<file path="src/verilog/pea_defines.svh">
`ifndef PEA_DEFINES_SVH
`define PEA_DEFINES_SVH

// token and result widths.
`define PEA_WORD        16              // command and data token width.
`define PEA_RES_W       32              // result and status token width.

// input fifo geometry.
`define PEA_FIFO_DEPTH  16              // entries per input fifo.
`define PEA_PTR_W       4               // log2 of the depth.

// command token layout, msb first: opcode, arg1, arg2.
`define PEA_OP_W        8               // opcode in bits 15:8.
`define PEA_ARG1_W      3               // arg1 in bits 7:5, data token count.
`define PEA_ARG2_W      5               // arg2 in bits 4:0, operand.

// status token layout after the command echo and the two error flags.
`define PEA_PAD_W       14              // zero fill at the bottom.

`endif

</file>
<file path="src/verilog/pea_pkg.sv">
`include "pea_defines.svh"

package pea_pkg;

    // opcodes carried in the top byte of a command token.
    typedef enum logic [`PEA_OP_W-1:0] {
        OP_SUM   = 8'h01,               // plain sum.
        OP_MAX   = 8'h02,               // unsigned maximum.
        OP_SCALE = 8'h03,               // sum shifted left by arg2.
        OP_COUNT = 8'h04                // tokens above arg2.
    } pea_opcode_e;

    // firing mode, sampled at invoke; code 3 acts like MODE_ONE.
    typedef enum logic [1:0] {
        MODE_ONE   = 2'b00,             // one command.
        MODE_DRAIN = 2'b01,             // every queued command.
        MODE_SKIP  = 2'b10              // drop one command.
    } pea_mode_e;

    typedef enum logic [2:0] {
        S_IDLE, S_CHK_CMD, S_READ_CMD, S_CHK_DATA, S_POP_DATA, S_EMIT, S_DONE
    } seq_state_e;

    typedef enum logic [1:0] {
        T_IDLE, T_START, T_WAIT
    } top_state_e;

    // opcode kept as raw bits so an unknown code survives decoding.
    typedef struct packed {
        logic [`PEA_OP_W-1:0]   opcode;   // operation.
        logic [`PEA_ARG1_W-1:0] arg1;     // tokens to consume.
        logic [`PEA_ARG2_W-1:0] arg2;     // operand.
    } pea_cmd_t;

    typedef struct packed {
        logic [`PEA_OP_W-1:0]   opcode;   // echoed opcode.
        logic [`PEA_ARG1_W-1:0] consumed; // tokens actually popped.
        logic [`PEA_ARG2_W-1:0] arg2;     // echoed operand.
        logic                   err_data; // data fifo short of arg1.
        logic                   err_op;   // opcode not recognized.
        logic [`PEA_PAD_W-1:0]  pad;      // always zero.
    } pea_status_t;

endpackage

</file>
<file path="src/verilog/firing_sequencer.sv">
`timescale 1ns/10ps
`include "pea_defines.svh"

module firing_sequencer import pea_pkg::*; (
    input  logic                   clk,
    input  logic                   rst,
    input  logic                   start,
    input  pea_mode_e              mode,
    input  logic [`PEA_WORD-1:0]   cmd_head,
    input  logic                   cmd_empty,
    input  logic [`PEA_WORD-1:0]   data_head,
    input  logic [`PEA_PTR_W:0]    data_pop,
    output logic                   cmd_rd,
    output logic                   data_rd,
    output logic                   wr_out,
    output logic [`PEA_RES_W-1:0]  result,
    output pea_status_t            status,
    output logic [`PEA_OP_W-1:0]   instr,
    output logic [`PEA_ARG2_W-1:0] arg2,
    output logic                   done
);

    seq_state_e              state_q;     // current state.
    seq_state_e              state_d;     // next state.
    pea_cmd_t                cmd_q;       // command being executed.
    logic [`PEA_ARG1_W-1:0]  pop_cnt;     // data tokens popped so far.
    logic                    err_data_q;  // shortfall seen at check.
    logic                    err_op_q;    // bad opcode seen at check.
    logic                    short_data;  // fewer tokens than arg1.
    logic                    op_valid;    // from the accumulator.
    logic                    bad_cmd;     // either error now.
    logic                    last_pop;    // this pop completes arg1.
    logic                    alu_clear;   // zero the accumulator.
    logic [`PEA_RES_W-1:0]   alu_result;  // folded value.

    assign short_data = data_pop < {{(`PEA_PTR_W+1-`PEA_ARG1_W){1'b0}}, cmd_q.arg1};
    assign bad_cmd    = short_data || !op_valid;
    assign last_pop   = ({1'b0, pop_cnt} + 1'b1) == {1'b0, cmd_q.arg1};

    // moore outputs, all low in S_IDLE.
    assign cmd_rd    = (state_q == S_READ_CMD);
    assign data_rd   = (state_q == S_POP_DATA);
    assign wr_out    = (state_q == S_EMIT);
    assign done      = (state_q == S_DONE);
    assign alu_clear = (state_q == S_CHK_DATA) && !bad_cmd;

    pea_alu u_alu (
        .clk      (clk),
        .rst      (rst),
        .clear    (alu_clear),
        .acc_en   (data_rd),
        .token    (data_head),
        .cmd      (cmd_q),
        .result   (alu_result),
        .op_valid (op_valid)
    );

    always_comb
    begin
        state_d = state_q;
        case (state_q)
            S_IDLE:
                if (start)
                    state_d = S_CHK_CMD;
            S_CHK_CMD:
                state_d = cmd_empty ? S_DONE : S_READ_CMD;   // nothing queued ends it.
            S_READ_CMD:
                state_d = (mode == MODE_SKIP) ? S_DONE : S_CHK_DATA;
            S_CHK_DATA:
                if (bad_cmd || cmd_q.arg1 == '0)
                    state_d = S_EMIT;                        // no data to pop.
                else
                    state_d = S_POP_DATA;
            S_POP_DATA:
                if (last_pop)
                    state_d = S_EMIT;
            S_EMIT:
                state_d = (mode == MODE_DRAIN) ? S_CHK_CMD : S_DONE;
            S_DONE:
                state_d = S_IDLE;
            default:
                state_d = S_IDLE;
        endcase
    end

    always_ff @(posedge clk or negedge rst)
    begin
        if (!rst)
        begin
            state_q    <= S_IDLE;
            cmd_q      <= '0;
            pop_cnt    <= '0;
            err_data_q <= 1'b0;
            err_op_q   <= 1'b0;
        end
        else
        begin
            state_q <= state_d;
            case (state_q)
                S_READ_CMD:
                begin
                    cmd_q   <= pea_cmd_t'(cmd_head);   // latch head as it pops.
                    pop_cnt <= '0;
                end
                S_CHK_DATA:
                begin
                    err_data_q <= short_data;
                    err_op_q   <= !op_valid;
                    pop_cnt    <= '0;
                end
                S_POP_DATA:
                begin
                    pop_cnt <= pop_cnt + 1'b1;        // one token per cycle.
                end
                default:
                begin
                    pop_cnt <= pop_cnt;
                end
            endcase
        end
    end

    // on error the accumulator was never cleared, so mask it.
    assign result = (err_data_q || err_op_q) ? '0 : alu_result;

    always_comb
    begin
        status          = '0;
        status.opcode   = cmd_q.opcode;
        status.consumed = pop_cnt;                    // zero on the error path.
        status.arg2     = cmd_q.arg2;
        status.err_data = err_data_q;
        status.err_op   = err_op_q;
    end

    assign instr = cmd_q.opcode;
    assign arg2  = cmd_q.arg2;

    // a beat has popped exactly arg1 tokens, none on error.
    a_emit_count: assert property (@(posedge clk) disable iff (!rst)
        wr_out |-> pop_cnt == ((err_data_q || err_op_q) ? '0 : cmd_q.arg1))
        else $error("wr_out with a popped count that does not match arg1");
    a_pop_bounds: assert property (@(posedge clk) disable iff (!rst)
        data_rd |-> (data_pop != '0 && pop_cnt < cmd_q.arg1))
        else $error("data_rd past arg1 or with no data queued");

endmodule

</file>
<file path="src/verilog/pea_alu.sv">
`timescale 1ns/10ps
`include "pea_defines.svh"

module pea_alu import pea_pkg::*; (
    input  logic                  clk,
    input  logic                  rst,
    input  logic                  clear,
    input  logic                  acc_en,
    input  logic [`PEA_WORD-1:0]  token,
    input  pea_cmd_t              cmd,
    output logic [`PEA_RES_W-1:0] result,
    output logic                  op_valid
);

    pea_opcode_e            op;          // decoded opcode.
    logic [`PEA_RES_W-1:0]  acc;         // running fold.
    logic [`PEA_RES_W-1:0]  tok_ext;     // token widened to the result.
    logic [`PEA_WORD-1:0]   arg2_ext;    // operand widened to a token.

    assign op       = pea_opcode_e'(cmd.opcode);
    assign tok_ext  = {{(`PEA_RES_W-`PEA_WORD){1'b0}}, token};
    assign arg2_ext = {{(`PEA_WORD-`PEA_ARG2_W){1'b0}}, cmd.arg2};

    // opcodes outside the enum are flagged to the sequencer.
    always_comb
    begin
        case (op)
            OP_SUM, OP_MAX, OP_SCALE, OP_COUNT: op_valid = 1'b1;
            default:                            op_valid = 1'b0;
        endcase
    end

    always_ff @(posedge clk or negedge rst)
    begin
        if (!rst)
        begin
            acc <= '0;
        end
        else if (clear)
        begin
            acc <= '0;                               // new command.
        end
        else if (acc_en)
        begin
            case (op)
                OP_SUM, OP_SCALE:
                begin
                    acc <= acc + tok_ext;            // shift applied on output.
                end
                OP_MAX:
                begin
                    if (tok_ext > acc)
                    begin
                        acc <= tok_ext;              // new maximum.
                    end
                end
                OP_COUNT:
                begin
                    if (token > arg2_ext)
                    begin
                        acc <= acc + 1'b1;           // one more above threshold.
                    end
                end
                default:
                begin
                    acc <= acc;                      // unknown op, hold.
                end
            endcase
        end
    end

    // scale only touches the read-out, the sum itself stays unshifted.
    assign result = (op == OP_SCALE) ? (acc << cmd.arg2) : acc;

endmodule

</file>
<file path="src/verilog/pea_top.sv">
`timescale 1ns/10ps
`include "pea_defines.svh"

module pea_top import pea_pkg::*; (
    input  logic                   clk,
    input  logic                   rst,
    input  logic                   cmd_wr,
    input  logic [`PEA_WORD-1:0]   cmd_wdata,
    input  logic                   data_wr,
    input  logic [`PEA_WORD-1:0]   data_wdata,
    input  logic                   invoke,
    input  logic [1:0]             next_instr,
    output logic [`PEA_PTR_W:0]    cmd_pop,
    output logic [`PEA_PTR_W:0]    data_pop,
    output logic                   fc,
    output logic                   wr_out,
    output logic [`PEA_RES_W-1:0]  result,
    output pea_status_t            status,
    output logic [`PEA_OP_W-1:0]   instr,
    output logic [`PEA_ARG2_W-1:0] arg2
);

    top_state_e            state_q;     // invoke fsm state.
    pea_mode_e             mode_q;      // mode sampled at invoke.
    logic                  start;       // one-cycle kick to the sequencer.
    logic                  done;        // sequencer finished.
    logic                  cmd_rd;      // command pop.
    logic                  data_rd;     // data pop.
    logic                  cmd_empty;   // no command queued.
    logic [`PEA_WORD-1:0]  cmd_head;    // next command token.
    logic [`PEA_WORD-1:0]  data_head;   // next data token.

    token_fifo cmd_fifo (
        .clk   (clk),
        .rst   (rst),
        .wr    (cmd_wr),
        .wdata (cmd_wdata),
        .rd    (cmd_rd),
        .rdata (cmd_head),
        .pop   (cmd_pop),
        .empty (cmd_empty),
        .full  ()
    );

    // the sequencer works from the data population, not the empty flag.
    token_fifo data_fifo (
        .clk   (clk),
        .rst   (rst),
        .wr    (data_wr),
        .wdata (data_wdata),
        .rd    (data_rd),
        .rdata (data_head),
        .pop   (data_pop),
        .empty (),
        .full  ()
    );

    firing_sequencer u_seq (
        .clk       (clk),
        .rst       (rst),
        .start     (start),
        .mode      (mode_q),
        .cmd_head  (cmd_head),
        .cmd_empty (cmd_empty),
        .data_head (data_head),
        .data_pop  (data_pop),
        .cmd_rd    (cmd_rd),
        .data_rd   (data_rd),
        .wr_out    (wr_out),
        .result    (result),
        .status    (status),
        .instr     (instr),
        .arg2      (arg2),
        .done      (done)
    );

    // invoke is only heard in T_IDLE.
    always_ff @(posedge clk or negedge rst)
    begin
        if (!rst)
        begin
            state_q <= T_IDLE;
            mode_q  <= MODE_ONE;
        end
        else
        begin
            case (state_q)
                T_IDLE:
                    if (invoke)
                    begin
                        state_q <= T_START;
                        mode_q  <= pea_mode_e'(next_instr);   // held for the firing.
                    end
                T_START:
                    state_q <= T_WAIT;                        // start lasts one cycle.
                T_WAIT:
                    if (done)
                        state_q <= T_IDLE;
                default:
                    state_q <= T_IDLE;
            endcase
        end
    end

    assign start = (state_q == T_START);
    assign fc    = done;                                      // fire-complete.

    a_fc_in_wait: assert property (@(posedge clk) disable iff (!rst) fc |-> state_q == T_WAIT)
        else $error("fire-complete outside T_WAIT");

endmodule

</file>
<file path="src/verilog/token_fifo.sv">
`timescale 1ns/10ps
`include "pea_defines.svh"

module token_fifo (
    input  logic                 clk,
    input  logic                 rst,
    input  logic                 wr,
    input  logic [`PEA_WORD-1:0] wdata,
    input  logic                 rd,
    output logic [`PEA_WORD-1:0] rdata,
    output logic [`PEA_PTR_W:0]  pop,
    output logic                 empty,
    output logic                 full
);

    logic [`PEA_WORD-1:0]  mem [`PEA_FIFO_DEPTH];  // token storage.
    logic [`PEA_PTR_W-1:0] wr_ptr;                 // next free slot.
    logic [`PEA_PTR_W-1:0] rd_ptr;                 // current head.
    logic [`PEA_PTR_W:0]   cnt;                    // population.
    logic                  do_wr;                  // accepted write.
    logic                  do_rd;                  // accepted read.

    assign empty = (cnt == '0);                    // nothing stored.
    assign full  = (cnt == `PEA_FIFO_DEPTH);       // every slot taken.
    assign do_wr = wr && !full;                    // full drops the write.
    assign do_rd = rd && !empty;                   // guard the head.

    // show-ahead head word.
    assign rdata = mem[rd_ptr];
    assign pop   = cnt;

    always_ff @(posedge clk)
    begin
        if (do_wr)
        begin
            mem[wr_ptr] <= wdata;                  // store at the tail.
        end
    end

    // depth is a power of two, so the pointers wrap on their own.
    always_ff @(posedge clk or negedge rst)
    begin
        if (!rst)
        begin
            wr_ptr <= '0;
            rd_ptr <= '0;
            cnt    <= '0;
        end
        else
        begin
            if (do_wr)
            begin
                wr_ptr <= wr_ptr + 1'b1;           // advance tail.
            end
            if (do_rd)
            begin
                rd_ptr <= rd_ptr + 1'b1;           // advance head.
            end
            case ({do_wr, do_rd})
                2'b10:   cnt <= cnt + 1'b1;        // write only.
                2'b01:   cnt <= cnt - 1'b1;        // read only.
                default: cnt <= cnt;               // both or neither.
            endcase
        end
    end

    // the sequencer checks populations first, so it never pops an empty fifo.
    a_no_rd_empty: assert property (@(posedge clk) disable iff (!rst) rd |-> !empty)
        else $error("token_fifo read while empty");

endmodule
</file>
<file path="config.mk">
export PLATFORM = sky130hd
export DESIGN_NAME = pea_top
export DESIGN_NICKNAME = d
export VERILOG_FILES = /design/src/verilog/pea_pkg.sv /design/src/verilog/firing_sequencer.sv /design/src/verilog/pea_alu.sv /design/src/verilog/pea_top.sv /design/src/verilog/token_fifo.sv
export VERILOG_INCLUDE_DIRS = /design/src /design/src/verilog
export SDC_FILE = /design/constraint.sdc
export NUM_CORES = 1
export LEC_CHECK = 0
export BUFFER_PORTS_ARGS = -buffer_cell sky130_fd_sc_hd__buf_4
export CAP_MARGIN = 25
export CORE_MARGIN = 3
export CORE_UTILIZATION = 55
export DETAILED_ROUTE_END_ITERATION = 16
export PLACE_DENSITY = 0.73
export SLEW_MARGIN = 40
export SYNTH_ARGS = -nofsm -noshare
export SYNTH_HDL_FRONTEND = slang
export SYNTH_SLANG_ARGS = --single-unit
</file>
<file path="constraint.sdc">
create_clock -name clk -period 12.2 [get_ports clk]
set_clock_uncertainty 0.05 [all_clocks]
set_input_delay 0.61 -clock clk [delete_from_list [all_inputs] [get_ports clk]]
set_output_delay 0.61 -clock clk [all_outputs]
set_load 0.01 [all_outputs]
</file>
==> metrics.csv <==
metric;value;unit
run status;finished, final reports clean;
die height;229;um
NetSw;2.80;mW
Synth Flop Type;edfxtp_1;
antenna-violating nets left;0;
critical path depth;12;
register bit total from synthesis;598;
core area;49100;um2
worst slew pin tran;0.802;ns
EDFF count, synth;512;
most frequent CP cell;mux4_2;
Slew headroom;0.466;
r2r setup slk;6.70;ns
Worst Path Arrival;6.00;ns
Mapped Area;27400;um2
crit-path max FO;43;
Synth Warn #;0;
die width;229;um
leading cell type in the layout, fill and taps excluded;edfxtp_1;
Post-CTS Setup Inserts;0;
Worst-path clk slew;0.06;ns
Post-CTS Resized;0;
P_leak;10.7;nW
CP top delay family;simple AND/OR/NAND/NOR gates;
Starting Density;0.559;
register area share after synthesis;0.639;
Area Overhead vs Synth;12.0;%
H-tree depth;2;
crit path from;data_fifo.rd_ptr[0]$_DFFE_PN0P_;
Yosys cell types;70;
clock sink count;598;
Worst path max stage delay;0.91;ns
RSZ-0062 raised after global routing;no;
Max-cap violations;0;
P per Cell Area;247;nW/um2
largest net degree at the start of global routing;68;
Max Fclk;182;MHz
Final HPWL DP;41600;um
Setup crit end kind;flip-flop;
I/O Buffers;113;
Die ar.;52600;um2
Setup WS post-layout;6.70;ns
Global Route Usage Sum;0.259;
Hold Violations, Final;0;
share of layout cells above drive strength 1;0.248;
logic gate share of total power;0.410;
vias in the first global route;16500;
vias per inst;6.36;
CTS Buf Count;56;
CTS Buffer Depth;3;
DP Worst Slack;6.60;ns
row cnt;81;
Internal Power;4.78;mW
setup TNS;0;ns
worst setup path end;u_seq.u_alu.acc[18]$_DFFE_PN0P_;
Final Critical Period;5.50;ns
DRT Pass-1 Iters;5;
Final Cycle Share;0.451;
fin. max-slew vios;0;
ys async rst share;0.144;
vias;16400;
most frequent cells in the layout;edfxtp_1, mux4_2, buf_4, nand2_1, dfrtp_1;
CTS tree;done;
CP Buf/Inv Count;1;
Flop pwr share;0.371;
DR DRC count;0;
Worst Hold Class;in2reg;
RR Endpoint;u_seq.u_alu.acc[18]$_DFFE_PN0P_;
drt total wl;67400;um
first-pass GRT wire length;103000;um
Final nets;1966;
CP required;12.70;ns
cell count after synthesis;1778;
Cell Chain, Critical Path;buf_4, mux4_2, mux4_2, ha_1, nor2b_1, o211ai_1, a211oi_1, nor3_1, o31ai_1, nand4b_4, or4b_1, a31oi_1;
final setup fails;0;
Clock Latency Late Sink;0.63;ns
DR iter-0 viols;1738;
Root Driver;clkbuf_16;
initial antenna violation count;3;
Post-Syn Area per Cell;15.4;um2
clock power share;0.219;
reg2reg start;data_fifo.rd_ptr[0]$_DFFE_PN0P_;
CP max stage cell;dfrtp_4;
r2r worst-path depth;12;
GP Congestion;0.920;
Net Sw Frac;0.369;
Setup CP Type;reg2reg;
GRT overflow;0;
post-DR wirelength/cell;26.2;um
Critical Path Start Type;flip-flop;
num ports;128;
VDD IR max;0.128;mV
[per-stage QoR]
stage                     instance area, um2  hold WS (ns)  power, mW  std cells  utilization
after global routing                   30700         0.165       7.99       2574        0.626
after detailed placement               28900         0.447       5.91       2471        0.590
after CTS                              30700         0.134       7.59       2573        0.626
after floorplan                        27500         0.264       4.98       1791            -
final                                  30700         0.159       7.58       2574        0.626
after global placement                 28900         0.429       5.84       2471        0.589
[registers in the layout, indices dropped and copies added, names as in the netlist, 2 cells and up]
name	count
u_seq.u_alu.acc	32
cmd_fifo.wr_ptr	4
u_seq.instr	8
u_seq.cmd_q	3
cmd_fifo.mem	256
data_fifo.pop	5
data_fifo.wr_ptr	4
cmd_fifo.pop	5
mode_q	2
u_seq.state_q	3
u_seq.arg2	5
u_seq.pop_cnt	3
data_fifo.mem	256
data_fifo.rd_ptr	4
state_q	2
cmd_fifo.rd_ptr	4
[final cells by class]
type	instances	area (um2)
multi-input combinational	994	9150
antenna	1	2.50
tap	664	831
sequential	598	17500
clock buffer	77	1560
timing repair buffer	160	1210
fill	3557	18400
inverter	56	210
clock inverter	24	179
[logic make-up (layout without fill, tap and decap cells)]
family	count (synthesis)	in the layout	synth area share
flip-flops	598	598	0.639
AND/OR/NAND/NOR	386	386	0.0648
AO/OA/AOI/OAI	281	281	0.0659
multiplexers	216	216	0.155
buffers and inverters	199	317	0.0350
adder cells (fa/ha/maj)	61	61	0.0287
XOR/XNOR	36	36	0.0115
other	1	15	0.000137
[how the worst min path moves through the flow]
stage                                start                          end  slack (ns)  depth (start not counted)
floorplan                              rst  cmd_fifo.pop[0]$_DFFE_PN0P_        0.26                          0
global placement    state_q[0]$_DFFE_PN0P_       state_q[0]$_DFFE_PN0P_        0.43                          1
detailed placement  state_q[0]$_DFFE_PN0P_       state_q[0]$_DFFE_PN0P_        0.45                          1
CTS                          next_instr[0]        mode_q[0]$_DFFE_PN0P_        0.13                          3
global route                 next_instr[0]        mode_q[0]$_DFFE_PN0P_        0.16                          3
finish                       next_instr[0]        mode_q[0]$_DFFE_PN0P_        0.16                          3
[synthesized netlist by cell type (4+ instances only)]
cell type	count	share of area
ha_1	58	0.026
nor2b_1	13	0.0030
o21a_1	5	0.0014
nand2b_1	8	0.0018
o21bai_1	4	0.0011
clkbuf_1	67	0.0092
a211oi_1	33	0.0090
dfrtp_1	86	0.078
a21o_1	10	0.0027
buf_4	46	0.013
nor4_1	10	0.0023
buf_6	4	0.0016
nor3_1	33	0.0060
buf_1	19	0.0026
mux2_2	13	0.0053
a21oi_1	72	0.013
buf_2	6	0.0011
edfxtp_1	512	0.56
nand3_1	36	0.0066
and2_1	7	0.0016
nor2_1	93	0.013
and3_1	5	0.0011
o211ai_1	11	0.0030
a221oi_1	4	0.0013
or2_2	4	0.00091
xnor2_1	22	0.0070
nand4_1	13	0.0030
xor2_1	14	0.0045
a31oi_1	12	0.0027
a22oi_1	31	0.0085
mux4_2	165	0.14
a311oi_1	4	0.0013
o221ai_1	5	0.0016
inv_1	52	0.0071
o21ai_0	69	0.013
nand2_1	146	0.020
mux2i_1	38	0.014
[routing by layer]
metal  GRT usage  routed length [um]
met1       0.360               27200
met2       0.421               33000
met3      0.0479                5270
met4      0.0839                1830
met5           0                  32
[timing repair]
| item | 4_1_cts | 5_1_grt |
|---|---|---|
| setup endpoints to repair | 0 | 0 |
| hold buffers | 1 | 0 |
| endpoints found under the hold margin | 22 | 0 |
[worst reg2reg max path: stages, from the launching register on]
cell	delay, ns
dfrtp_4	0.91
buf_4	0.65
mux4_2	0.59
mux4_2	0.59
ha_1	0.34
nor2b_1	0.14
o211ai_1	0.10
a211oi_1	0.23
nor3_1	0.08
o31ai_1	0.34
nand4b_4	0.56
or4b_1	0.71
a31oi_1	0.16
[power by group through the flow]
stage / combinational (mW) / clock (mW) / sequential (mW)
after floorplan: 2.31 / 0 / 2.67
after global placement: 3.01 / 0 / 2.83
after detailed placement: 3.06 / 0 / 2.85
after CTS: 3.09 / 1.69 / 2.81
after global routing: 3.37 / 1.77 / 2.85
final: 3.11 / 1.66 / 2.81
No activity file was read; power rests on OpenSTA's default activity.
